### src/hdl/isa_pkg.sv
package isa_pkg;

    localparam int xlen = 32;

    // major opcodes, instr[6:0]
    typedef enum logic [6:0] {
        opc_lui    = 7'b0110111,
        opc_auipc  = 7'b0010111,
        opc_jal    = 7'b1101111,
        opc_jalr   = 7'b1100111,
        opc_branch = 7'b1100011,
        opc_load   = 7'b0000011,
        opc_store  = 7'b0100011,
        opc_op_imm = 7'b0010011,
        opc_op     = 7'b0110011,
        opc_system = 7'b1110011
    } opcode_e;

    // branch compares
    localparam logic [2:0] f3_beq  = 3'b000;
    localparam logic [2:0] f3_bne  = 3'b001;
    localparam logic [2:0] f3_blt  = 3'b100;
    localparam logic [2:0] f3_bge  = 3'b101;
    localparam logic [2:0] f3_bltu = 3'b110;
    localparam logic [2:0] f3_bgeu = 3'b111;

    // load widths
    localparam logic [2:0] f3_lb  = 3'b000;
    localparam logic [2:0] f3_lh  = 3'b001;
    localparam logic [2:0] f3_lw  = 3'b010;
    localparam logic [2:0] f3_lbu = 3'b100;
    localparam logic [2:0] f3_lhu = 3'b101;

    // store widths
    localparam logic [2:0] f3_sb = 3'b000;
    localparam logic [2:0] f3_sh = 3'b001;
    localparam logic [2:0] f3_sw = 3'b010;

    // integer ops, shared by OP and OP-IMM
    localparam logic [2:0] f3_add  = 3'b000;
    localparam logic [2:0] f3_sll  = 3'b001;
    localparam logic [2:0] f3_slt  = 3'b010;
    localparam logic [2:0] f3_sltu = 3'b011;
    localparam logic [2:0] f3_xor  = 3'b100;
    localparam logic [2:0] f3_sr   = 3'b101;  // srl / sra by funct7
    localparam logic [2:0] f3_or   = 3'b110;
    localparam logic [2:0] f3_and  = 3'b111;

    localparam logic [6:0] f7_base = 7'b0000000;
    localparam logic [6:0] f7_alt  = 7'b0100000;  // sub, sra

    localparam logic [xlen-1:0] ebreak_word = 32'h0010_0073;

endpackage

### src/hdl/reg_file.sv
module reg_file (
    input  logic                     clk,
    input  logic                     rst_n,
    input  logic [4:0]               rs1,
    input  logic [4:0]               rs2,
    input  logic [4:0]               rd,
    input  logic                     we,
    input  logic [isa_pkg::xlen-1:0] wdata,
    output logic [isa_pkg::xlen-1:0] rs1_data,
    output logic [isa_pkg::xlen-1:0] rs2_data,
    output logic [isa_pkg::xlen-1:0] x10
);
    import isa_pkg::*;

    logic [xlen-1:0] regs [1:31];  // x0 has no storage

    always_ff @(posedge clk or negedge rst_n) begin
        if (!rst_n) begin
            for (int i = 1; i < 32; i++)
                regs[i] <= '0;
        end else if (we && rd != 5'd0) begin
            regs[rd] <= wdata;
        end
    end

    assign rs1_data = (rs1 == 5'd0) ? '0 : regs[rs1];
    assign rs2_data = (rs2 == 5'd0) ? '0 : regs[rs2];
    assign x10      = regs[10];  // a0, exit code

endmodule

### config.mk
export PLATFORM = sky130hd
export DESIGN_NAME = reg_file
export DESIGN_NICKNAME = d
export VERILOG_FILES = /design/src/hdl/isa_pkg.sv /design/src/hdl/reg_file.sv
export SDC_FILE = /design/constraint.sdc
export NUM_CORES = 2
export LEC_CHECK = 0
export ABC_AREA = 0
export BUFFER_PORTS_ARGS = -buffer_cell sky130_fd_sc_hd__buf_2
export CORE_MARGIN = 2
export CORE_UTILIZATION = 55
export CTS_CLUSTER_SIZE = 12
export DETAILED_ROUTE_END_ITERATION = 8
export PLACE_DENSITY_LB_ADDON = 0.12
export SYNTH_ARGS = -nofsm -noshare
export SYNTH_HDL_FRONTEND = slang
export SYNTH_SLANG_ARGS = --single-unit
### constraint.sdc
create_clock -name clk -period 2.8 [get_ports clk]
set_input_delay 0.42 -clock clk [delete_from_list [all_inputs] [get_ports clk]]
set_output_delay 0.42 -clock clk [all_outputs]
set_load 0.01 [all_outputs]
==> impl_metrics.ini <==
[cts]
numCtsBuffers = 109
tritoncts = yes
cts_htree_levels = 3
cts_buffer_depth = 3
path_clk_slew_ns = 0.06
cts-root-buf = clkbuf_16
cts_num_sinks = 992
clock_latency_ns = 0.68

[logic_synthesis]
synth-edff-count = 0
synthCells = 3644
synth-compound-area-share_pct = 4.49
async_flop_share_pct = 100
ys_seq_area_share_pct = 46.2
synth_simple_gate_area_share_pct = 2.04
yosysWarnings = 0
synthXorXnorAreaFrac_pct = 0
synth_fp_nets = 3694
syn_area_um2 = 53700
yosysUniqueCellTypes = 46
synth_top_family_by_area = multiplexers
synth_mux_area_share_pct = 43.2
synth-seq-cells = 992
syn_avg_cell_area_um2 = 14.7
synthAdderAreaFrac_pct = 0
synth_ff_type = dfrtp_1

[detailed_routing]
vias_per_cell = 7.03
vias = 35900
postRouteWirelength_mm = 171
drcViolationCount = 0
wl_met3_mm = 15.5
wl_per_cell_um = 33.6
top_layer = met4
routed-wl-met2_mm = 78.9
drtAntennaViolNets = 0
drtPass1Iterations = 6
wl_met1_mm = 69.8
drtIter0Drc = 3789

[floorplan]
rows = 114
design.core.area_um2 = 96700
die_h_um = 317
dieArea_um2 = 100000
io_pins = 146
die_w_um = 317
initial_core_util_pct = 55.6

[sta]
worst_slew_pin_slew_ns = 1.20
rsz0062_at_grt = yes
finalCritPeriodShare_pct = 100
fmaxAchievable_mhz = 357
min_period_ns = 2.80
fin_worst_skew_ns = 0
setup_viol = 1
final-hold-violation-count = 0
report.final.slew_viol_count = 0
slew_headroom_pct = 19.7
finalWorstSetupSlack_ns = -0.00318

[setup_path]
cpMaxStageDelayCell = mux4_2
end_kind = output port
crit_fanout = 4
slowest_delay_ns = 0.49
path_class = reg -> out
worstPathRequired_ns = 2.38
crit_buf_inv = 1
cp_cell_sequence = mux4_2 > mux2i_1 > nor2_1 > or3_4 > buf_6
cp-start-kind = flip-flop
cpLargestDelayFamily = multiplexers
critical_path_arrival_ns = 2.38

[pwr]
leakage_uw = 0.0271
p_comb_share_pct = 21.5
pwr-share-seq_pct = 44.6
switching_power_uw = 12000
switching_share_pct = 27.5
p_per_area_nw_per_um2 = 709
clkPwrFrac_pct = 33.9
intPower_uw = 31500
power_uw = 43500
max-vdd-ir-drop_mv = 0.463

[grt]
grt-ovfl-total = 0
grt_max_degree = 81
grt_pass1_wl_mm = 254
grt_pass1_vias = 37300
track_usage_pct = 34.6
antenna_found_initial = 0

[layout]
layout_common_cells = mux2_2 (1049), dfrtp_1 (990), mux4_2 (377)
fill_cells = 7047
drive_gt1_share_pct = 54.0
final_common_cell = mux2_2
antennaDiodeCount = 0
area_growth_pct = 14.1
final_nets = 3791
fin_util_pct = 63.4

[status]
status = finished, violations left
violations = negative setup slack

[hold_path]
min_path_type = in -> async

[placement]
dp_slack_ns = -0.0200
port_buffers = 145
dp_hpwl_mm = 105
gp_congestion = 0.865

[job]
max_cap_viol_count = 0
-- final timing paths --
check	to	slack, ns	start	cells after the start
worst min-delay path	x10[3]$_DFFE_PN0P_	0.27	rst_n	2
worst max-delay path	rs1_data[17]	-0.003	x10[17]$_DFFE_PN0P_	5
min in group clk	regs[387]$_DFFE_PN0P_	0.31	rd[1]	3
worst max register to register	x10[4]$_DFFE_PN0P_	1.88	x10[4]$_DFFE_PN0P_	2
worst min register to register	regs[769]$_DFFE_PN0P_	0.51	regs[769]$_DFFE_PN0P_	1
max in group asynchronous	regs[751]$_DFFE_PN0P_	1.46	rst_n	4
-- repair_timing --
action,CTS,global route
buffers inserted,4,19
endpoints found under the setup margin,8,14
hold buffers,1,0
hold endpoints to repair,40,0
gates resized for setup,14,17
pin swaps,4,7
-- flip-flops by register name, summed over array words and instances, names as in the netlist --
signal / cells
regs: 960
x10: 32
-- area by class of cell --
cell class	count	area, um^2	share of cell area [%]
Sequential cell	992	24800	40.5
Tap cell	1276	1600	2.60
Timing Repair Buffer	410	4240	6.91
Clock buffer	170	3310	5.40
Multi-Input combinational cell	2219	27000	44.0
Clock inverter	28	348	0.567
Inverter	9	33.8	0.0551
-- cell usage after synthesis (2+ instances only) --
cell,instances,area [um^2]
a2111oi_0,10,87.6
a211oi_1,4,30.0
a221o_1,17,170
a221oi_1,43,377
a22o_1,4,35.0
a22oi_1,102,766
a31oi_1,2,12.5
and2_1,3,18.8
and2b_1,2,15.0
and3_1,29,181
buf_1,16,60.1
buf_2,162,811
buf_4,70,526
buf_6,14,158
clkbuf_1,161,604
dfrtp_1,992,24800
inv_1,7,26.3
mux2_1,19,214
mux2_2,1050,11800
mux2i_1,267,2670
mux4_2,377,8490
nand2_1,21,78.8
nand2b_1,9,56.3
nand3_1,16,80.1
nand4b_1,2,17.5
nor2_1,33,124
nor2b_1,44,275
nor3_1,32,160
o211ai_1,32,240
o21a_1,8,60.1
o21ai_0,8,40.0
o22a_1,16,140
o22ai_1,18,113
o31a_1,28,245
o32ai_1,8,70.1
or2_2,2,12.5
or3_1,7,43.8
-- worst register-to-register path, cell delays in order (launching register included) --
cell and delay, ns:
dfrtp_1 0.39, buf_4 0.16, mux2_2 0.26
-- cell families after synthesis --
| family | Yosys count |
|---|---|
| flip-flops | 992 |
| AND/OR/NAND/NOR | 203 |
| buffers and inverters | 433 |
| multiplexers | 1713 |
| AO/OA/AOI/OAI | 303 |
-- metal layers --
metal	vias up	track usage (%)
met5	-	0
met4	0	14.4
met3	409	7.11
met2	1844	53.0
met1	19400	48.6
li1	14300	-
-- power groups by stage --
stage | clock (uW) | combinational [uW] | sequential, uW
5_1_grt | 15500 | 9980 | 19700
6_report | 14700 | 9350 | 19400
3_5_place_dp | 0 | 9190 | 19500
4_1_cts | 14900 | 9280 | 19300
2_1_floorplan | 0 | 6950 | 18700
3_3_place_gp | 0 | 8890 | 19200
-- per-stage QoR --
stage          hold slack (ns)  cells   TNS, ns  instance area [um^2]
4_1_cts                  0.279   5085   -0.0772                 61100
6_report                 0.272   5104  -0.00318                 61300
2_1_floorplan            0.124   3644         0                 53700
3_5_place_dp             0.398   4882   -0.0200                 57400
5_1_grt                  0.311   5104    -0.138                 61300
3_3_place_gp             0.401   4882   -0.0439                 57400
Power figures use the tool's default switching activity.
