$ cat config.mk
export PLATFORM = sky130hd
export DESIGN_NAME = lsu
export DESIGN_NICKNAME = d
export VERILOG_FILES = /design/src/hdl/isa_pkg.sv /design/src/hdl/uarch_pkg.sv /design/src/hdl/lsu.sv
export SDC_FILE = /design/constraint.sdc
export NUM_CORES = 1
export LEC_CHECK = 0
export ABC_AREA = 1
export BUFFER_PORTS_ARGS = -buffer_cell sky130_fd_sc_hd__buf_2
export CORE_MARGIN = 10
export CORE_UTILIZATION = 38
export DETAILED_ROUTE_END_ITERATION = 8
export PLACE_DENSITY = 0.92
export SETUP_SLACK_MARGIN = 0.15
export SLEW_MARGIN = 25
export SYNTH_ARGS = -nofsm -noshare
export SYNTH_HDL_FRONTEND = slang
export SYNTH_SLANG_ARGS = --single-unit
$ cat constraint.sdc
create_clock -name vclk -period 1.6
set_input_delay 0.16 -clock vclk [all_inputs]
set_output_delay 0.16 -clock vclk [all_outputs]
set_load 0.01 [all_outputs]
$ cat src/hdl/isa_pkg.sv
package isa_pkg;

    localparam int xlen = 32;

    // major opcodes, instr[6:0]
    typedef enum logic [6:0] {
        opc_lui    = 7'b0110111,
        opc_auipc  = 7'b0010111,
        opc_jal    = 7'b1101111,
        opc_jalr   = 7'b1100111,
        opc_branch = 7'b1100011,
        opc_load   = 7'b0000011,
        opc_store  = 7'b0100011,
        opc_op_imm = 7'b0010011,
        opc_op     = 7'b0110011,
        opc_system = 7'b1110011
    } opcode_e;

    // branch compares
    localparam logic [2:0] f3_beq  = 3'b000;
    localparam logic [2:0] f3_bne  = 3'b001;
    localparam logic [2:0] f3_blt  = 3'b100;
    localparam logic [2:0] f3_bge  = 3'b101;
    localparam logic [2:0] f3_bltu = 3'b110;
    localparam logic [2:0] f3_bgeu = 3'b111;

    // load widths
    localparam logic [2:0] f3_lb  = 3'b000;
    localparam logic [2:0] f3_lh  = 3'b001;
    localparam logic [2:0] f3_lw  = 3'b010;
    localparam logic [2:0] f3_lbu = 3'b100;
    localparam logic [2:0] f3_lhu = 3'b101;

    // store widths
    localparam logic [2:0] f3_sb = 3'b000;
    localparam logic [2:0] f3_sh = 3'b001;
    localparam logic [2:0] f3_sw = 3'b010;

    // integer ops, shared by OP and OP-IMM
    localparam logic [2:0] f3_add  = 3'b000;
    localparam logic [2:0] f3_sll  = 3'b001;
    localparam logic [2:0] f3_slt  = 3'b010;
    localparam logic [2:0] f3_sltu = 3'b011;
    localparam logic [2:0] f3_xor  = 3'b100;
    localparam logic [2:0] f3_sr   = 3'b101;  // srl / sra by funct7
    localparam logic [2:0] f3_or   = 3'b110;
    localparam logic [2:0] f3_and  = 3'b111;

    localparam logic [6:0] f7_base = 7'b0000000;
    localparam logic [6:0] f7_alt  = 7'b0100000;  // sub, sra

    localparam logic [xlen-1:0] ebreak_word = 32'h0010_0073;

endpackage

$ cat src/hdl/uarch_pkg.sv
package uarch_pkg;

    typedef enum logic [3:0] {
        alu_add,
        alu_sub,
        alu_sll,
        alu_slt,
        alu_sltu,
        alu_xor,
        alu_srl,
        alu_sra,
        alu_or,
        alu_and,
        alu_pass_b
    } alu_op_e;

    typedef enum logic [1:0] {wb_alu, wb_load, wb_pc4} wb_sel_e;

    typedef enum logic [1:0] {pc_plus4, pc_branch, pc_jalr} pc_sel_e;

    typedef enum logic [1:0] {st_idle, st_running, st_halted} ctrl_state_e;

    localparam int mem_words  = 1024;
    localparam int mem_addr_w = 10;  // log2 of mem_words

    localparam logic [31:0] reset_pc = 32'h0000_0000;

endpackage

$ cat src/hdl/lsu.sv
module lsu (
    input  logic                             clk,
    input  logic [isa_pkg::xlen-1:0]         addr,
    input  logic [isa_pkg::xlen-1:0]         store_data,
    input  logic [2:0]                       funct3,
    input  logic                             re,
    input  logic                             we,
    input  logic [isa_pkg::xlen-1:0]         mem_rdata,
    output logic [uarch_pkg::mem_addr_w-1:0] word_addr,
    output logic [isa_pkg::xlen-1:0]         mem_wdata,
    output logic [3:0]                       mem_wmask,
    output logic                             mem_we,
    output logic [isa_pkg::xlen-1:0]         load_data
);
    import isa_pkg::*;
    import uarch_pkg::*;

    logic [1:0]      offset;
    logic [xlen-1:0] lane;
    logic            misaligned;

    assign offset    = addr[1:0];
    assign word_addr = addr[mem_addr_w+1:2];
    assign mem_we    = we;

    // replicate into every lane, mask picks the live one
    always_comb begin
        case (funct3)
            f3_sb: begin
                mem_wdata = {4{store_data[7:0]}};
                mem_wmask = 4'b0001 << offset;
            end
            f3_sh: begin
                mem_wdata = {2{store_data[15:0]}};
                mem_wmask = offset[1] ? 4'b1100 : 4'b0011;
            end
            f3_sw: begin
                mem_wdata = store_data;
                mem_wmask = 4'b1111;
            end
            default: begin
                mem_wdata = store_data;
                mem_wmask = 4'b0000;
            end
        endcase
    end

    assign lane = mem_rdata >> {offset, 3'b000};

    always_comb begin
        case (funct3)
            f3_lb:   load_data = {{24{lane[7]}}, lane[7:0]};
            f3_lh:   load_data = {{16{lane[15]}}, lane[15:0]};
            f3_lbu:  load_data = {24'b0, lane[7:0]};
            f3_lhu:  load_data = {16'b0, lane[15:0]};
            f3_lw:   load_data = mem_rdata;
            default: load_data = '0;
        endcase
    end

    assign misaligned = (funct3[1:0] == 2'b01 && offset[0]) ||
                        (funct3[1:0] == 2'b10 && offset != 2'b00);

    a_natural_align: assert property (@(posedge clk) (re || we) |-> !misaligned);

endmodule

==> metrics.md <==
| Metric | Value |
|---|---|
| Hold Crit Depth | `0` |
| Period utilisation layout | `0.8588` |
| Synth area leaders | `nand2_1, nand3_1, nand3_2, buf_4, buf_12` |
| Slew HR | `0.7604` |
| Post-synthesis cell area | `1504 um2` |
| Avg Cell Area, Syn | `5.240 um2` |
| Antenna cell count | `0` |
| Antenna violations before repair | `0` |
| Row count | `22` |
| Nets | `510` |
| Leak | `1.458 nW` |
| Worst Setup Start Kind | `primary input` |
| First-pass GRT wire length | `10.69 mm` |
| Arr. time, crit path | `1.21 ns` |
| Syn Inst Count | `287` |
| DRC errors left | `0` |
| I/O Pins | `181` |
| Routed len/inst | `14.36 um` |
| Total GRT Usage | `0.1719` |
| Worst min-delay path endpoint | `mem_we` |
| Fmax | `727.7 MHz` |
| Number of global-route vias before repair | `2,272` |
| Status | `complete, no violations` |
| Final Slew Violations | `0` |
| Crit path max fanout | `6` |
| Seq Cell Count | `0` |
| Warnings, synthesis | `0` |
| Unrepaired setup endpoints after global routing | `true` |
| Hold slack | `0.3200 ns` |
| Finished Core Util | `0.5759` |
| GP Congestion | `0.8421` |
| DR vias/cell | `5.115` |
| Worst slack at placement | `0.06746 ns` |
| Port Buffer Count | `137` |
| Maximum Capacitance Violations | `0` |
| Pre-antenna DRT Iters | `4` |
| WP data required | `1.44 ns` |
| Grt ovf | `0` |
| Final ANT Viol Nets | `0` |
| Routed WL | `6.521 mm` |
| Setup CP Type | `in -> out` |
| Chip Width | `82.91 um` |
| Via count | `2,322` |
| Synthesized Nets | `389` |
| Clock buffers | `0` |
| Setup total negative slack | `0 ns` |
| Setup ws final | `0.2259 ns` |
| Filler cells | `377` |
| Seq/Total Area, Yosys | `0` |
| Multi-input logic area | `1232 um2` |
| Worst min path class | `in -> out` |
| Worst Tran Pin Value | `0.3582 ns` |
| Setup violations, final | `0` |
| Largest net degree at the start of global routing | `25` |
| 1st-iter DRT viols | `123` |
| Reg area | `0 um2` |
| Yosys top cell area share | `0.3794` |
| Hold Startpoint | `we` |
| Largest area contributor in the netlist | `nand2_1` |
| Fraction of layout cells with a size suffix above 1 | `0.4877` |
| Die area | `6874 um2` |
| Initial Util | `0.4017` |
| Layout area overhead | `43.34%` |
| Hpwl dp | `5.540 mm` |
| Unique cell type count in the Yosys netlist | `18` |
| Chip height | `82.91 um` |
| Count leader, synth | `nand2_1` |
| Min Tclk post-route | `1.374 ns` |
| Crit end category | `output pin` |
| Placeable Area | `3744 um2` |
| P per Cell Area | `308.1 nW/um2` |
| Post-synth top cells | `nand2_1, nand3_1, nand3_2` |
| Peak VDD IR | `0.0001408 V` |
| Final Hold Viols | `0` |
-- layer usage --
| layer | part of all wire | wire length (um) | track usage | up-vias |
|---|---|---|---|---|
| li1 | - | - | - | 1141 |
| met1 | 0.38 | 2447 | 0.2004 | 1010 |
| met2 | 0.47 | 3081 | 0.2905 | 149 |
| met3 | 0.12 | 806 | 0.05859 | 22 |
| met4 | 0.029 | 186 | 0.04462 | 0 |
| met5 | 0 | 0 | 0 | - |
-- layout by cell type, fill, tap and decap left out, drive strengths merged --
| cell | netlist | routed |
|---|---|---|
| nand2 | 160 | 160 |
| buf | 33 | 152 |
| nand3 | 71 | 71 |
| inv | 10 | 8 |
| nor2 | 7 | 7 |
| a21oi | 3 | 3 |
| clkinvlp | 0 | 2 |
| o21ai | 2 | 2 |
| nor3 | 1 | 1 |
-- cell type report --
cell class | instances | share of cell area
inverters | 10 | 0.02322
well taps | 48 | 0.02786
repair buffers | 152 | 0.3772
multi-input cells | 244 | 0.5717
-- worst max path at each step --
stage	end	slack, ns	start
after detailed placement	load_data[27]	0.07	funct3[0]
final	mem_wdata[13]	0.23	funct3[1]
after floorplan	load_data[16]	0.54	addr[1]
after global routing	load_data[2]	0.13	addr[0]
after global placement	load_data[12]	0.07	funct3[0]
after CTS	load_data[27]	0.17	addr[1]
-- through the flow --
| stage | instances | instance area (um2) | total power, mW |
|---|---|---|---|
| floorplan | 287 | 1504 | 0.3863 |
| CTS | 450 | 2087 | 0.6502 |
| global route | 454 | 2156 | 0.7417 |
| detailed placement | 450 | 2069 | 0.6421 |
| global placement | 450 | 2069 | 0.6322 |
| finish | 454 | 2156 | 0.6642 |
-- power by group --
part / total (mW) / leakage [nW] / switching [mW] / internal (mW)
Clock: 0 / 0 / 0 / 0
Combinational: 0.664 / 1.46 / 0.387 / 0.277
Sequential: 0 / 0 / 0 / 0
-- worst max-delay path, cell delays in order --
cell	delay (ns)
buf_2	0.16
inv_2	0.05
nand2_2	0.14
clkinvlp_4	0.21
buf_12	0.18
nand2_1	0.07
nand3_1	0.09
buf_2	0.15
-- kinds of logic (layout without fill, tap and decap cells) --
logic type	Yosys count	in the layout	synth area share
simple gates	239	239	0.7729
buf+inv	43	162	0.2080
compound gates	5	5	0.01914
-- repair_timing --
item	in CTS	in global routing
hold buffers	0	0
buffers inserted	0	4
hold endpoints to repair	0	0
pin swaps	0	2
endpoints found under the setup margin	28	45
gates resized for setup	3	11
Note: power is estimated with default switching activity, not from simulation.
