<file path="src/hdl/isa_pkg.sv">
package isa_pkg;

    localparam int xlen = 32;

    // major opcodes, instr[6:0]
    typedef enum logic [6:0] {
        opc_lui    = 7'b0110111,
        opc_auipc  = 7'b0010111,
        opc_jal    = 7'b1101111,
        opc_jalr   = 7'b1100111,
        opc_branch = 7'b1100011,
        opc_load   = 7'b0000011,
        opc_store  = 7'b0100011,
        opc_op_imm = 7'b0010011,
        opc_op     = 7'b0110011,
        opc_system = 7'b1110011
    } opcode_e;

    // branch compares
    localparam logic [2:0] f3_beq  = 3'b000;
    localparam logic [2:0] f3_bne  = 3'b001;
    localparam logic [2:0] f3_blt  = 3'b100;
    localparam logic [2:0] f3_bge  = 3'b101;
    localparam logic [2:0] f3_bltu = 3'b110;
    localparam logic [2:0] f3_bgeu = 3'b111;

    // load widths
    localparam logic [2:0] f3_lb  = 3'b000;
    localparam logic [2:0] f3_lh  = 3'b001;
    localparam logic [2:0] f3_lw  = 3'b010;
    localparam logic [2:0] f3_lbu = 3'b100;
    localparam logic [2:0] f3_lhu = 3'b101;

    // store widths
    localparam logic [2:0] f3_sb = 3'b000;
    localparam logic [2:0] f3_sh = 3'b001;
    localparam logic [2:0] f3_sw = 3'b010;

    // integer ops, shared by OP and OP-IMM
    localparam logic [2:0] f3_add  = 3'b000;
    localparam logic [2:0] f3_sll  = 3'b001;
    localparam logic [2:0] f3_slt  = 3'b010;
    localparam logic [2:0] f3_sltu = 3'b011;
    localparam logic [2:0] f3_xor  = 3'b100;
    localparam logic [2:0] f3_sr   = 3'b101;  // srl / sra by funct7
    localparam logic [2:0] f3_or   = 3'b110;
    localparam logic [2:0] f3_and  = 3'b111;

    localparam logic [6:0] f7_base = 7'b0000000;
    localparam logic [6:0] f7_alt  = 7'b0100000;  // sub, sra

    localparam logic [xlen-1:0] ebreak_word = 32'h0010_0073;

endpackage

</file>
<file path="src/hdl/uarch_pkg.sv">
package uarch_pkg;

    typedef enum logic [3:0] {
        alu_add,
        alu_sub,
        alu_sll,
        alu_slt,
        alu_sltu,
        alu_xor,
        alu_srl,
        alu_sra,
        alu_or,
        alu_and,
        alu_pass_b
    } alu_op_e;

    typedef enum logic [1:0] {wb_alu, wb_load, wb_pc4} wb_sel_e;

    typedef enum logic [1:0] {pc_plus4, pc_branch, pc_jalr} pc_sel_e;

    typedef enum logic [1:0] {st_idle, st_running, st_halted} ctrl_state_e;

    localparam int mem_words  = 1024;
    localparam int mem_addr_w = 10;  // log2 of mem_words

    localparam logic [31:0] reset_pc = 32'h0000_0000;

endpackage

</file>
<file path="src/hdl/fetch_unit.sv">
module fetch_unit (
    input  logic                     clk,
    input  logic                     rst_n,
    input  logic                     advance,
    input  uarch_pkg::pc_sel_e       pc_sel,
    input  logic [isa_pkg::xlen-1:0] branch_target,
    input  logic [isa_pkg::xlen-1:0] jalr_target,
    output logic [isa_pkg::xlen-1:0] pc
);
    import isa_pkg::*;
    import uarch_pkg::*;

    logic [xlen-1:0] pc_plus4;
    logic [xlen-1:0] pc_next;

    assign pc_plus4 = pc + 32'd4;

    always_comb begin
        case (pc_sel)
            pc_branch: pc_next = branch_target;
            pc_jalr:   pc_next = {jalr_target[xlen-1:1], 1'b0};  // ISA clears bit 0
            default:   pc_next = pc_plus4;
        endcase
    end

    always_ff @(posedge clk or negedge rst_n) begin
        if (!rst_n)
            pc <= reset_pc;
        else if (advance)
            pc <= pc_next;
    end

    // no compressed isa, targets must land on words
    a_pc_aligned: assert property (@(posedge clk) disable iff (!rst_n)
        pc[1:0] == 2'b00);

endmodule

</file>
<file path="config.mk">
export PLATFORM = sky130hd
export DESIGN_NAME = fetch_unit
export DESIGN_NICKNAME = d
export VERILOG_FILES = /design/src/hdl/isa_pkg.sv /design/src/hdl/uarch_pkg.sv /design/src/hdl/fetch_unit.sv
export SDC_FILE = /design/constraint.sdc
export NUM_CORES = 1
export LEC_CHECK = 0
export BUFFER_PORTS_ARGS = -buffer_cell sky130_fd_sc_hd__buf_4
export CORE_ASPECT_RATIO = 1.25
export CORE_MARGIN = 3
export CORE_UTILIZATION = 43
export CTS_CLUSTER_DIAMETER = 40
export DETAILED_ROUTE_END_ITERATION = 8
export MAX_ROUTING_LAYER = met4
export PLACE_DENSITY = 0.84
export RECOVER_POWER = 50
export SYNTH_ARGS = -nofsm -noshare
export SYNTH_HDL_FRONTEND = slang
export SYNTH_SLANG_ARGS = --single-unit
</file>
<file path="constraint.sdc">
create_clock -name clk -period 1.6 [get_ports clk]
set_input_delay 0.16 -clock clk [delete_from_list [all_inputs] [get_ports clk]]
set_output_delay 0.16 -clock clk [all_outputs]
set_load 0.02 [all_outputs]
</file>
==> impl_metrics.json <==
{
  "grt_pass1_vias": 2797,
  "fp.dieW_um": 71.4,
  "design_area_um2": 3640,
  "grt_start_max_net_pins": 65,
  "synth-seq-cells": 32,
  "cts.clk_slew.worst_paths_ns": 0.07,
  "path_buf_inv": 3,
  "multi_input_area_um2": 1550,
  "start_util_pct": 44.9,
  "critPathCaptureType": "flop",
  "drtPass1Iterations": 5,
  "critPathLaunchType": "flop",
  "syn_inst": 270,
  "setup_slack_ns": -0.0773,
  "grtUsageMet3_pct": 4.94,
  "synth-async-reset-ratio_pct": 100,
  "min_period_ns": 1.68,
  "hp-class": "input port to flop",
  "cpPeakStageDelay_ns": 0.40,
  "die_h_um": 87.8,
  "p_leak_uw": 0.00173,
  "clock_latency_ns": 0.29,
  "cts_made_buffers": 5,
  "syn_nets": 342,
  "timing.final.crit_share_pct": 105,
  "worstPathRequired_ns": 1.76,
  "die-area_um2": 6270,
  "met1_usage_pct": 29.5,
  "cts.sinks": 32,
  "fillers": 394,
  "dpl.cell_count": 447,
  "skew_ns": 0.00561,
  "core_um2": 5120,
  "grt-ovfl-total": 0,
  "antenna_found_initial": 0,
  "reg_top3": "pc (32)",
  "rrSetupSlack_ns": -0.08,
  "clockRootBuffer": "clkbuf_8",
  "drc": 0,
  "final_nets": 471,
  "grt-busiest-layer": "met2",
  "final_max_slew_viol_count": 0,
  "register_area_um2": 815,
  "setup_violations": 6,
  "drt-total-wl_mm": 8.76,
  "ys.flop_type": "dfrtp_1",
  "synth_edf_count": 0,
  "tritoncts": "done",
  "synth_cell_type_count": 28,
  "place_area_um2": 3360,
  "drv_cap": 0,
  "top_register": "pc",
  "cts_max_path_buffers": 2,
  "path_max_fanout": 3,
  "rsz0062_at_grt": "true",
  "utilization_pct": 71.2,
  "path_class": "flop to flop",
  "fmax_mhz": 596,
  "ios": 101,
  "portBuffers": 99,
  "n_antenna_cell": 0,
  "status": "finished, violations left",
  "wl_per_cell_um": 19.0,
  "track_usage_pct": 26.7,
  "grtUsageMet2_pct": 46.6,
  "cp_common_cell": "buf_6",
  "drive_above_1_share_pct": 45.8,
  "path_cells": "buf_6 -> nand4_1 -> nor3_4 -> buf_6 -> buf_6 -> nand3_2 -> mux2i_1 -> a21oi_1",
  "synth_area_um2": 2300,
  "stdcell_count": 462,
  "vias": 2904,
  "viasPerCell": 6.29,
  "ys_warn_count": 0,
  "hold_viol_final": 0,
  "antenna_left": 0,
  "setup_tns_ns": -0.153,
  "cp_slowest_cell": "dfrtp_2",
  "drt-initial-drc-count": 313,
  "power_density_nw_per_um2": 965,
  "irDropWorstVdd_uv": 604,
  "largest_register_ffs": 32,
  "cp.arrival_ns": 1.84,
  "worst_pin_slew_ns": 0.881,
  "grt_pass1_wl_mm": 12.9,
  "cp_top_family": "simple AND/OR/NAND/NOR gates",
  "row_count": 29,
  "dp_hpwl_mm": 5.70,
  "syn2layout_area_growth_pct": 58.3,
  "htree_num_levels": 2,
  "gp_congestion": 0.809,
  "yosysSeqAreaShare_pct": 34.8,
  "max_slew_margin_pct": 41.3,
  "synth_area_per_cell_um2": 8.52,
  "violations": "negative setup slack"
}
-- worst min-delay path: stages --
cell and delay [ns]:
buf_4 0.11, nand2_1 0.05, o21ai_0 0.06
-- stage by stage --
| step | setup slack, ns | power, uW | hold slack, ns |
|---|---|---|---|
| 3_3_place_gp | -0.00815 | 2630 | 0.132 |
| 5_1_grt | -0.155 | 3690 | 0.151 |
| 6_report | -0.0773 | 3510 | 0.134 |
| 4_1_cts | -0.0292 | 3410 | 0.132 |
| 3_5_place_dp | -0.112 | 2700 | 0.134 |
| 2_1_floorplan | -0.0320 | 1920 | -0.136 |
-- logic make-up after synthesis --
family	count (synthesis)	synth area share (%)
fa+ha+maj	3	1.63
simple gates	95	22.6
mux	20	8.81
compound gates	96	27.9
flops	32	34.8
buf+inv	24	4.24
-- final cells by class --
type / count / area share (%)
Multi-Input combinational cell: 214 / 42.5
Timing Repair Buffer: 142 / 30.1
Sequential cell: 32 / 22.4
Clock buffer: 8 / 2.47
Tap cell: 62 / 2.13
Inverter: 4 / 0.412
-- layer usage --
| metal | share of wire [%] | wire, um |
|---|---|---|
| met5 | 0 | 0 |
| met4 | 3.4 | 296 |
| met3 | 6.7 | 585 |
| met2 | 53 | 4670 |
| met1 | 37 | 3210 |
-- synth_stat cells (2+ instances only) --
cell      count  area [um2]
a21oi_1      29         145
nand2_1      32         120
and3_1        6        37.5
clkbuf_1     19        71.3
and3b_1       2        17.5
nand2b_1      2        12.5
inv_1         4        15.0
mux2i_1      18         180
nand4_1       5        31.3
ha_1          3        37.5
a31o_2        2        17.5
a221oi_1     14         123
nor3_1        4        20.0
o21ai_0      29         145
nand4_2       2        25.0
nor2_1       12        45.0
nand3_1      22         110
a22oi_1       3        22.5
a221o_1      18         180
nor3_2        4        40.0
mux2_2        2        22.5
dfrtp_1      32         801
-- power breakdown --
part	internal (uW)	total [uW]	leakage, uW	switching [uW]
Clock	351	669	0.0000455	318
Sequential	990	1210	0.000378	215
Combinational	761	1640	0.00130	878
Total	2100	3510	0.00173	1410
-- final timing paths --
path,startpoint,endpoint,depth (start not counted)
max in group asynchronous,rst_n,pc[5],2
hold reg to reg,pc[1],pc[1],2
hold / removal,branch_target[0],pc[0],3
setup / recovery,pc[3],pc[19],8
setup reg to reg,pc[3],pc[19],8
min in group asynchronous,rst_n,pc[19],2
-- cell usage in the layout (no fill, tap or decap), types with 2 or more instances in the layout --
cell      Yosys  routed
and3b_1       2       2
a21oi_1      29      29
o21ai_0      29      28
clkbuf_1     19       9
a221o_1      18      18
a31o_2        2       2
nor3_4        1       4
nand4_1       5       5
nor2_1       12      11
inv_1         4       4
nand2b_1      2       2
nand2_1      32      32
buf_4         0     123
a22oi_1       3       3
nor3_2        4       4
nand3_1      22      12
and3_1        6       4
nand3_2       1       8
nand4_4       1       2
ha_1          3       2
mux2_2        2       2
mux2i_1      18      18
buf_12        0       2
a221oi_1     14      13
dfrtp_2       0      11
clkbuf_8      0       6
nand3_4       0       3
buf_6         1       8
dfrtp_1      32      21
-- timing repair --
item | in CTS | in global routing
pin swaps | 8 | 23
setup buffers | 4 | 2
hold buffers | 1 | 0
endpoints found under the hold margin | 32 | 0
gates resized for setup | 10 | 25
setup endpoints to repair | 8 | 20
No activity file was read; power rests on OpenSTA's default activity.
