$ cat src/hdl/isa_pkg.sv
package isa_pkg;

    localparam int xlen = 32;

    // major opcodes, instr[6:0]
    typedef enum logic [6:0] {
        opc_lui    = 7'b0110111,
        opc_auipc  = 7'b0010111,
        opc_jal    = 7'b1101111,
        opc_jalr   = 7'b1100111,
        opc_branch = 7'b1100011,
        opc_load   = 7'b0000011,
        opc_store  = 7'b0100011,
        opc_op_imm = 7'b0010011,
        opc_op     = 7'b0110011,
        opc_system = 7'b1110011
    } opcode_e;

    // branch compares
    localparam logic [2:0] f3_beq  = 3'b000;
    localparam logic [2:0] f3_bne  = 3'b001;
    localparam logic [2:0] f3_blt  = 3'b100;
    localparam logic [2:0] f3_bge  = 3'b101;
    localparam logic [2:0] f3_bltu = 3'b110;
    localparam logic [2:0] f3_bgeu = 3'b111;

    // load widths
    localparam logic [2:0] f3_lb  = 3'b000;
    localparam logic [2:0] f3_lh  = 3'b001;
    localparam logic [2:0] f3_lw  = 3'b010;
    localparam logic [2:0] f3_lbu = 3'b100;
    localparam logic [2:0] f3_lhu = 3'b101;

    // store widths
    localparam logic [2:0] f3_sb = 3'b000;
    localparam logic [2:0] f3_sh = 3'b001;
    localparam logic [2:0] f3_sw = 3'b010;

    // integer ops, shared by OP and OP-IMM
    localparam logic [2:0] f3_add  = 3'b000;
    localparam logic [2:0] f3_sll  = 3'b001;
    localparam logic [2:0] f3_slt  = 3'b010;
    localparam logic [2:0] f3_sltu = 3'b011;
    localparam logic [2:0] f3_xor  = 3'b100;
    localparam logic [2:0] f3_sr   = 3'b101;  // srl / sra by funct7
    localparam logic [2:0] f3_or   = 3'b110;
    localparam logic [2:0] f3_and  = 3'b111;

    localparam logic [6:0] f7_base = 7'b0000000;
    localparam logic [6:0] f7_alt  = 7'b0100000;  // sub, sra

    localparam logic [xlen-1:0] ebreak_word = 32'h0010_0073;

endpackage

$ cat src/hdl/uarch_pkg.sv
package uarch_pkg;

    typedef enum logic [3:0] {
        alu_add,
        alu_sub,
        alu_sll,
        alu_slt,
        alu_sltu,
        alu_xor,
        alu_srl,
        alu_sra,
        alu_or,
        alu_and,
        alu_pass_b
    } alu_op_e;

    typedef enum logic [1:0] {wb_alu, wb_load, wb_pc4} wb_sel_e;

    typedef enum logic [1:0] {pc_plus4, pc_branch, pc_jalr} pc_sel_e;

    typedef enum logic [1:0] {st_idle, st_running, st_halted} ctrl_state_e;

    localparam int mem_words  = 1024;
    localparam int mem_addr_w = 10;  // log2 of mem_words

    localparam logic [31:0] reset_pc = 32'h0000_0000;

endpackage

$ cat src/hdl/alu.sv
module alu (
    input  logic [isa_pkg::xlen-1:0] a,
    input  logic [isa_pkg::xlen-1:0] b,
    input  uarch_pkg::alu_op_e       alu_op,
    input  logic [2:0]               funct3_branch,
    output logic [isa_pkg::xlen-1:0] result,
    output logic                     branch_taken
);
    import isa_pkg::*;
    import uarch_pkg::*;

    logic [4:0] shamt;
    logic       eq, lt, ltu;

    assign shamt = b[4:0];
    assign eq    = (a == b);
    assign lt    = ($signed(a) < $signed(b));
    assign ltu   = (a < b);

    always_comb begin
        case (alu_op)
            alu_add:    result = a + b;
            alu_sub:    result = a - b;
            alu_sll:    result = a << shamt;
            alu_slt:    result = {31'b0, lt};
            alu_sltu:   result = {31'b0, ltu};
            alu_xor:    result = a ^ b;
            alu_srl:    result = a >> shamt;
            alu_sra:    result = $signed(a) >>> shamt;
            alu_or:     result = a | b;
            alu_and:    result = a & b;
            default:    result = b;  // lui
        endcase
    end

    // compare path, independent of result
    always_comb begin
        case (funct3_branch)
            f3_beq:  branch_taken = eq;
            f3_bne:  branch_taken = !eq;
            f3_blt:  branch_taken = lt;
            f3_bge:  branch_taken = !lt;
            f3_bltu: branch_taken = ltu;
            f3_bgeu: branch_taken = !ltu;
            default: branch_taken = 1'b0;
        endcase
    end

endmodule

$ cat config.mk
export PLATFORM = sky130hd
export DESIGN_NAME = alu
export DESIGN_NICKNAME = d
export VERILOG_FILES = /design/src/hdl/isa_pkg.sv /design/src/hdl/uarch_pkg.sv /design/src/hdl/alu.sv
export SDC_FILE = /design/constraint.sdc
export NUM_CORES = 1
export LEC_CHECK = 0
export ABC_AREA = 0
export BUFFER_PORTS_ARGS = -buffer_cell sky130_fd_sc_hd__buf_2
export CORE_ASPECT_RATIO = 0.8
export CORE_MARGIN = 3
export CORE_UTILIZATION = 54
export DETAILED_ROUTE_END_ITERATION = 12
export MAX_ROUTING_LAYER = met4
export PLACE_DENSITY = 0.75
export SYNTH_ARGS = -nofsm -noshare
export SYNTH_HDL_FRONTEND = slang
export SYNTH_SLANG_ARGS = --single-unit
$ cat constraint.sdc
create_clock -name vclk -period 5.5
set_input_delay 0.55 -clock vclk [all_inputs]
set_output_delay 0.55 -clock vclk [all_outputs]
set_load 0.02 [all_outputs]
==> results.json, run 1 <==
{
  "synth-compound-area-share": 0.3900,
  "drv_cap": 0,
  "grt_max_degree": 76,
  "critPathLaunchType": "input port",
  "die_area_mm2": 0.01763,
  "netlist_area_mm2": 0.008672,
  "yosys_warnings": 0,
  "die_h_um": 119.3,
  "synth_cell_type_count": 84,
  "gp_congestion": 1.176,
  "hp-class": "in2out",
  "synth-adder-area-share": 0.1446,
  "cts_resized": 0,
  "n_antenna_cell": 0,
  "synthMuxAreaShare": 0.1449,
  "vias": 11690,
  "maxSlewHeadroom": 0.3215,
  "io_buffers": 104,
  "layout-drive-gt1-share": 0.1531,
  "cp.arrival_ns": 4.37,
  "worst_slew_pin_slew_ns": 1.012,
  "yosys.area_share.simple": 0.2014,
  "core_area_mm2": 0.01536,
  "avgSynthCellArea_um2": 6.448,
  "grt_pass1_vias": 10240,
  "syn2layout_area_growth_pct": 8.108,
  "slew_viol_final": 0,
  "start_util": 0.5644,
  "rows": 40,
  "grt_pass1_wl_um": 61180,
  "dp_hpwl_um": 32220,
  "post_cts_buffers": 0,
  "required_ns": 4.95,
  "die_w_um": 147.7,
  "antenna_found_initial": 0,
  "viasPerCell": 7.329,
  "ant_nets": 0,
  "synth_commonest_cells": "158 x nor2_1, 154 x a21oi_1, 125 x nand2_1",
  "yosysTopAreaCell": "ha_1",
  "grt_overflow": 0,
  "min_period_ns": 4.922,
  "syn_inst": 1345,
  "yosys.area_share.xor_xnor": 0.02626,
  "detail_route.wl_per_cell_um": 25.95,
  "p_leak_nw": 4.204,
  "irDropWorstVdd_mv": 0.07769,
  "ios": 104,
  "postCtsHoldBufs": 0,
  "syn_nets": 1515,
  "setup_viol_count_final": 0,
  "yosysMostFrequentCell": "nor2_1",
  "p_per_area_mw_per_mm2": 119.8,
  "yosysSeqAreaShare": 0,
  "finalCritPeriodShare": 0.8950,
  "flops_and_latches": 0,
  "drc": 0,
  "path_max_fanout": 18,
  "fin_nets": 1557,
  "synth.area.top_cells": "ha_1 14%, a21oi_1 8.9%, mux2i_1 7.7%",
  "synth_top_area_frac": 0.1400,
  "finalHoldViolCount": 0,
  "fmax_mhz": 203.2,
  "status": "complete, no violations",
  "clock_buffer_count": 0,
  "grtUsageTotal": 0.4497,
  "instances_no_fill": 1595,
  "critPathCaptureType": "primary output",
  "dp_cells": 1595,
  "drt_iter0_drc": 2244,
  "synth_top_family_by_area": "compound AO/OA/AOI/OAI gates",
  "seq_area_um2": 0,
  "first_pass_iters": 7,
  "path_class": "in2out",
  "finalSetupTns_ns": 0,
  "rsz0062_at_grt": "no",
  "totalWireLength_um": 41390
}
## cell usage in the layout (no fill, tap or decap), drive strengths merged, types with 8 or more instances in the layout
| cell type | count |
|---|---|
| a22oi | 14 |
| a2111oi | 9 |
| o22ai | 9 |
| a31oi | 11 |
| a221oi | 21 |
| xnor2 | 24 |
| mux2 | 10 |
| a21o | 18 |
| a211oi | 33 |
| nor2b | 12 |
| inv | 103 |
| ha | 97 |
| nand3 | 23 |
| o21ai | 123 |
| nand2 | 125 |
| nor4 | 9 |
| o31ai | 12 |
| o211ai | 22 |
| buf | 145 |
| nor3 | 31 |
| mux4 | 21 |
| a311oi | 8 |
| o21bai | 9 |
| nor2 | 158 |
| nand2b | 8 |
| mux2i | 67 |
| a21oi | 154 |
## kinds of logic after synthesis
kind of cell,count (synthesis)
AND/OR/NAND/NOR,398
AO/OA/AOI/OAI,515
adder cells (fa/ha/maj),99
buffers and inverters,209
multiplexers,98
XOR/XNOR,26
## power breakdown
part / internal [W] / switching, W / total (W)
registers: 0 / 0 / 0
clock network: 0 / 0 / 0
logic: 0.000379 / 0.000745 / 0.00112
total: 0.000379 / 0.000745 / 0.00112
## per-layer routing
| layer | up-vias | track usage | routed length, µm |
|---|---|---|---|
| li1 | 5032 | - | - |
| met1 | 5311 | 0.6298 | 15820 |
| met2 | 1183 | 0.5869 | 15710 |
| met3 | 164 | 0.1925 | 8406 |
| met4 | 0 | 0.1094 | 1440 |
| met5 | - | - | 0 |
## worst max-delay path, stage by stage
cell,delay (ns)
buf_4,0.23
ha_1,0.36
fa_1,0.39
a211oi_1,0.12
o21ai_1,0.18
buf_4,0.16
o2111ai_1,0.16
a2111oi_0,0.42
buf_4,0.20
nor2_1,0.07
o31a_1,0.29
o41ai_1,0.41
a21oi_1,0.16
mux2i_1,0.14
o32a_1,0.35
buf_2,0.17
## final timing paths
path,from,to,cells after the start
max,b[0],result[24],16
min,funct3_branch[1],branch_taken,3
## metrics by stage
stage / power [W] / hold WS (ns) / setup slack, ns / utilization / instance area, µm²
final: 0.001124 / 1.433 / 0.5775 / 0.6102 / 9375
after global routing: 0.001174 / 1.473 / 0.4273 / 0.6102 / 9375
after CTS: 0.001061 / 1.431 / 0.7609 / 0.6102 / 9375
after detailed placement: 0.001055 / 1.428 / 0.7869 / 0.6102 / 9375
after global placement: 0.001056 / 1.420 / 0.8587 / 0.6102 / 9375
after floorplan: 0.0007167 / 1.237 / 0.7029 / - / 8672
## cell type report
type / count / area [µm²]
repair buffers: 145 / 843.3
inverters: 104 / 390.4
multi-input cells: 1136 / 7879
fillers: 1536 / 5989
well taps: 210 / 262.8
Power figures use the tool's default switching activity.
==> run 2, diff against run 1 <==
==> constraint.sdc (replaced) <==
create_clock -name vclk -period 6
set_input_delay 0.6 -clock vclk [all_inputs]
set_output_delay 0.6 -clock vclk [all_outputs]
set_load 0.02 [all_outputs]
==> run 2 against run 1 <==
Net effect: cell area decreased by 0.53%; utilization decreased by 0.33 points; wire length increased by 0.67%; global-route usage is 0.49 points higher; flip-flop and latch count did not move; setup slack better by 0.18 ns; via count decreased by 2.2%; worst hold slack gained 0.11 ns; non-clock buffer count decreased by 6; first-iteration DRC count shrank 5.7%.
==> results.json, run 2 (synthesized netlist as in run 1, its figures left out) <==
{
  "hp-class": "in2out",
  "totalWireLength_um": 41660,
  "io_buffers": 104,
  "rows": 40,
  "fill_cells": 1566,
  "drv_cap": 0,
  "postCtsHoldBufs": 0,
  "slowest_stage": "a2111oi_0",
  "die_h_um": 119.3,
  "cts_resized": 0,
  "status": "complete, no violations",
  "drt_iter0_drc": 2115,
  "syn2layout_area_growth_pct": 7.531,
  "detail_route.wl_per_cell_um": 26.17,
  "min_period_ns": 5.238,
  "crit_start": "b[0]",
  "crit_chain": "buf_4, buf_4, buf_4, mux2i_1, nor2_1, a311o_1, o21ai_0, mux2i_1, nand2_1, o21ai_1, a2111oi_0, o41a_1, a32oi_1, buf_2",
  "most-common-layout-cells": "157 x nor2_1, 154 x a21oi_1, 125 x nand2_1",
  "clock_buffer_count": 0,
  "setup_viol_count_final": 0,
  "seq_area_um2": 0,
  "core_area_mm2": 0.01536,
  "path_max_fanout": 51,
  "layout-drive-gt1-share": 0.1494,
  "flops_and_latches": 0,
  "antenna_found_initial": 2,
  "fmax_mhz": 190.9,
  "finalSetupTns_ns": 0,
  "finalCritPeriodShare": 0.8731,
  "grt_pass1_wl_um": 61330,
  "final_common_cell": "nor2_1",
  "critPathCaptureType": "primary output",
  "slew_viol_final": 0,
  "critPathLaunchType": "input port",
  "die_area_mm2": 0.01763,
  "slowest_delay_ns": 1.00,
  "critical_path.most_common_cell": "buf_4",
  "ant_nets": 0,
  "post_cts_buffers": 0,
  "grt_max_degree": 76,
  "instances_no_fill": 1592,
  "grt_overflow": 0,
  "endpoint": "result[17]",
  "fin_nets": 1551,
  "start_util": 0.5644,
  "dp_cells": 1589,
  "grtUsageTotal": 0.4546,
  "maxSlewHeadroom": 0.2663,
  "required_ns": 5.40,
  "drc": 0,
  "grt_pass1_vias": 10120,
  "worst_slew_pin_slew_ns": 1.073,
  "rsz0062_at_grt": "no",
  "finalHoldViolCount": 0,
  "viasPerCell": 7.178,
  "vias": 11430,
  "ios": 104,
  "die_w_um": 147.7,
  "gp_congestion": 1.138,
  "first_pass_iters": 6,
  "cp.arrival_ns": 4.64,
  "path_class": "in2out",
  "dp_hpwl_um": 32110
}
run 2: cell types whose count changed in the layout (fill, tap and decap cells not counted), sizes merged:
cell / before / now
buf: 145 / 139
diode: 0 / 3
run 2: stage by stage:
| step | cell area, µm² | setup slack [ns] | util | hold slack, ns |
|---|---|---|---|---|
| global route | 9323 | 0.6854 | 0.6068 | 1.556 |
| detailed placement | 9318 | 0.9694 | 0.6064 | 1.538 |
| finish | 9325 | 0.7616 | 0.6069 | 1.547 |
| global placement | 9318 | 0.9879 | 0.6064 | 1.522 |
| floorplan | 8672 | 1.103 | - | 1.337 |
| CTS | 9318 | 0.9741 | 0.6064 | 1.541 |
run 2: critical path, delay by kind of cell:
| family | cells | cell delay (ns) |
|---|---|---|
| compound gates | 6 | 1.90 |
| simple gates | 2 | 0.19 |
| buf+inv | 4 | 1.29 |
| mux | 2 | 0.59 |
run 2: area by class of cell:
cell class	instances	area, µm²	share of cell area
inverter	104	390.4	0.04186
antenna	3	7.507	0.0008050
multi-input combinational	1136	7879	0.8449
timing repair buffer	139	785.8	0.08426
tap	210	262.8	0.02818
run 2: worst min-delay path by stage:
stage	from	end	cells past startpoint
floorplan	funct3_branch[1]	branch_taken	1
global placement	funct3_branch[1]	branch_taken	3
detailed placement	funct3_branch[1]	branch_taken	3
CTS	funct3_branch[1]	branch_taken	3
global route	funct3_branch[1]	branch_taken	3
finish	funct3_branch[1]	branch_taken	3
run 2: metal layers:
layer / part of all wire / track usage / vias up
met5: 0 / - / -
met4: 0.030 / 0.1024 / 0
met3: 0.20 / 0.2141 / 123
met2: 0.38 / 0.5932 / 1014
met1: 0.39 / 0.6280 / 5257
li1: - / - / 5033
==> run 3, diff against run 2 <==
--- a/config.mk
+++ b/config.mk
@@ -8,11 +8,12 @@
 export ABC_AREA = 0
 export BUFFER_PORTS_ARGS = -buffer_cell sky130_fd_sc_hd__buf_2
 export CORE_ASPECT_RATIO = 0.8
-export CORE_MARGIN = 3
+export CORE_MARGIN = 2
 export CORE_UTILIZATION = 54
 export DETAILED_ROUTE_END_ITERATION = 12
 export MAX_ROUTING_LAYER = met4
 export PLACE_DENSITY = 0.75
+export REMOVE_ABC_BUFFERS = 1
 export SYNTH_ARGS = -nofsm -noshare
 export SYNTH_HDL_FRONTEND = slang
 export SYNTH_SLANG_ARGS = --single-unit
==> constraint.sdc (replaced) <==
create_clock -name vclk -period 5.4
set_input_delay 0.54 -clock vclk [all_inputs]
set_output_delay 0.54 -clock vclk [all_outputs]
set_load 0.02 [all_outputs]
==> run 3 against run 2 <==
Net effect: wire length shrank 2.9%; sequential share of layout area stayed put; worst hold slack got worse by 0.14 ns; utilization decreased by 1.3 points; non-clock buffer count increased by 3; first-iteration DRC count shrank 14%.
==> results.json, run 3 (synthesized netlist as in run 1, its figures left out) <==
{
  "status": "complete, no violations",
  "rows": 41,
  "pre_cts_slack_ns": 0.4949,
  "layout_setup_ws_ns": 0.3697,
  "slew_viol_final": 0,
  "viasPerCell": 7.150,
  "antenna_found_initial": 1,
  "hp-class": "in2out",
  "finalHoldViolCount": 0,
  "die_h_um": 117.3,
  "final_common_cell": "nor2_1",
  "cp.arrival_ns": 4.49,
  "drv_cap": 0,
  "die_area_mm2": 0.01710,
  "critPathCaptureType": "primary output",
  "start_util": 0.5506,
  "detail_route.wl_per_cell_um": 25.33,
  "final_area_mm2": 0.009349,
  "postPlaceCellArea_mm2": 0.009346,
  "first_pass_iters": 6,
  "fmax_mhz": 198.8,
  "whs_endpoint": "branch_taken",
  "most-common-layout-cells": "157 x nor2_1, 154 x a21oi_1, 125 x nand2_1",
  "grt_overflow": 0,
  "drt_iter0_drc": 1828,
  "setup_viol_count_final": 0,
  "required_ns": 4.86,
  "holdPathStages": 3,
  "grt_pass1_wl_um": 60600,
  "path_class": "in2out",
  "rsz0062_at_grt": "no",
  "grt_pass1_vias": 10060,
  "ant_nets": 0,
  "seq_area_um2": 0,
  "ios": 104,
  "postCtsHoldBufs": 0,
  "io_buffers": 104,
  "core_area_mm2": 0.01575,
  "finalCritPeriodShare": 0.9315,
  "dp_hpwl_um": 31880,
  "worst_slew_pin_slew_ns": 1.057,
  "path_max_fanout": 18,
  "gp_congestion": 1.151,
  "totalWireLength_um": 40470,
  "maxSlewHeadroom": 0.2856,
  "hp-start": "funct3_branch[1]",
  "fin_nets": 1554,
  "layout-drive-gt1-share": 0.1512,
  "min_period_ns": 5.030,
  "syn2layout_area_growth_pct": 7.806,
  "grt_max_degree": 61,
  "vias": 11430,
  "grtUsageTotal": 0.4601,
  "post_cts_buffers": 0,
  "critPathLaunchType": "input port",
  "flops_and_latches": 0,
  "die_w_um": 145.7,
  "drc": 0,
  "cts_resized": 0,
  "finalSetupTns_ns": 0,
  "clock_buffer_count": 0
}
==> run 3: cell types whose count changed in the layout (fill, tap and decap cells not counted), sizes merged <==
cell | before | now
buf | 139 | 142
diode | 3 | 1
==> run 3: layout make-up <==
cell class         instances  area (µm²)
diodes                     1       2.502
fillers                 1654        6400
inverters                104       390.4
multi-input cells       1136        7879
well taps                215       269.0
repair buffers           142       808.3
==> run 3: critical path: stages <==
cell,delay (ns)
buf_2,0.29
inv_1,0.11
ha_1,0.43
o211ai_1,0.12
o21ai_1,0.35
o2111ai_1,0.20
a2111oi_0,0.84
nor2_1,0.20
o31a_1,0.33
o41ai_1,0.27
a21oi_1,0.13
mux2i_1,0.15
o32a_1,0.37
buf_2,0.17
==> run 3: worst max-delay path by stage <==
stage / end / depth (start not counted) / slack (ns) / startpoint
after floorplan: result[28] / 8 / 1.14 / alu_op[1]
after global placement: result[24] / 14 / 0.60 / b[3]
after detailed placement: result[24] / 14 / 0.49 / b[3]
after CTS: result[24] / 14 / 0.48 / b[3]
after global routing: result[24] / 14 / 0.25 / b[3]
final: result[24] / 14 / 0.37 / b[3]
==> run 3: metrics by stage <==
| step | hold slack [ns] | cells | utilization |
|---|---|---|---|
| after floorplan | 1.209 | 1240 | - |
| after global routing | 1.426 | 1598 | 0.5936 |
| after detailed placement | 1.404 | 1597 | 0.5935 |
| after global placement | 1.401 | 1597 | 0.5935 |
| after CTS | 1.407 | 1597 | 0.5935 |
| final | 1.410 | 1598 | 0.5936 |
==> run 3: metal layers <==
layer / vias up / track usage / share of wire
met1: 5271 / 0.6705 / 0.41
li1: 5032 / - / -
met4: 0 / 0.1042 / 0.028
met2: 1012 / 0.6002 / 0.39
met3: 111 / 0.1553 / 0.18
met5: - / - / 0
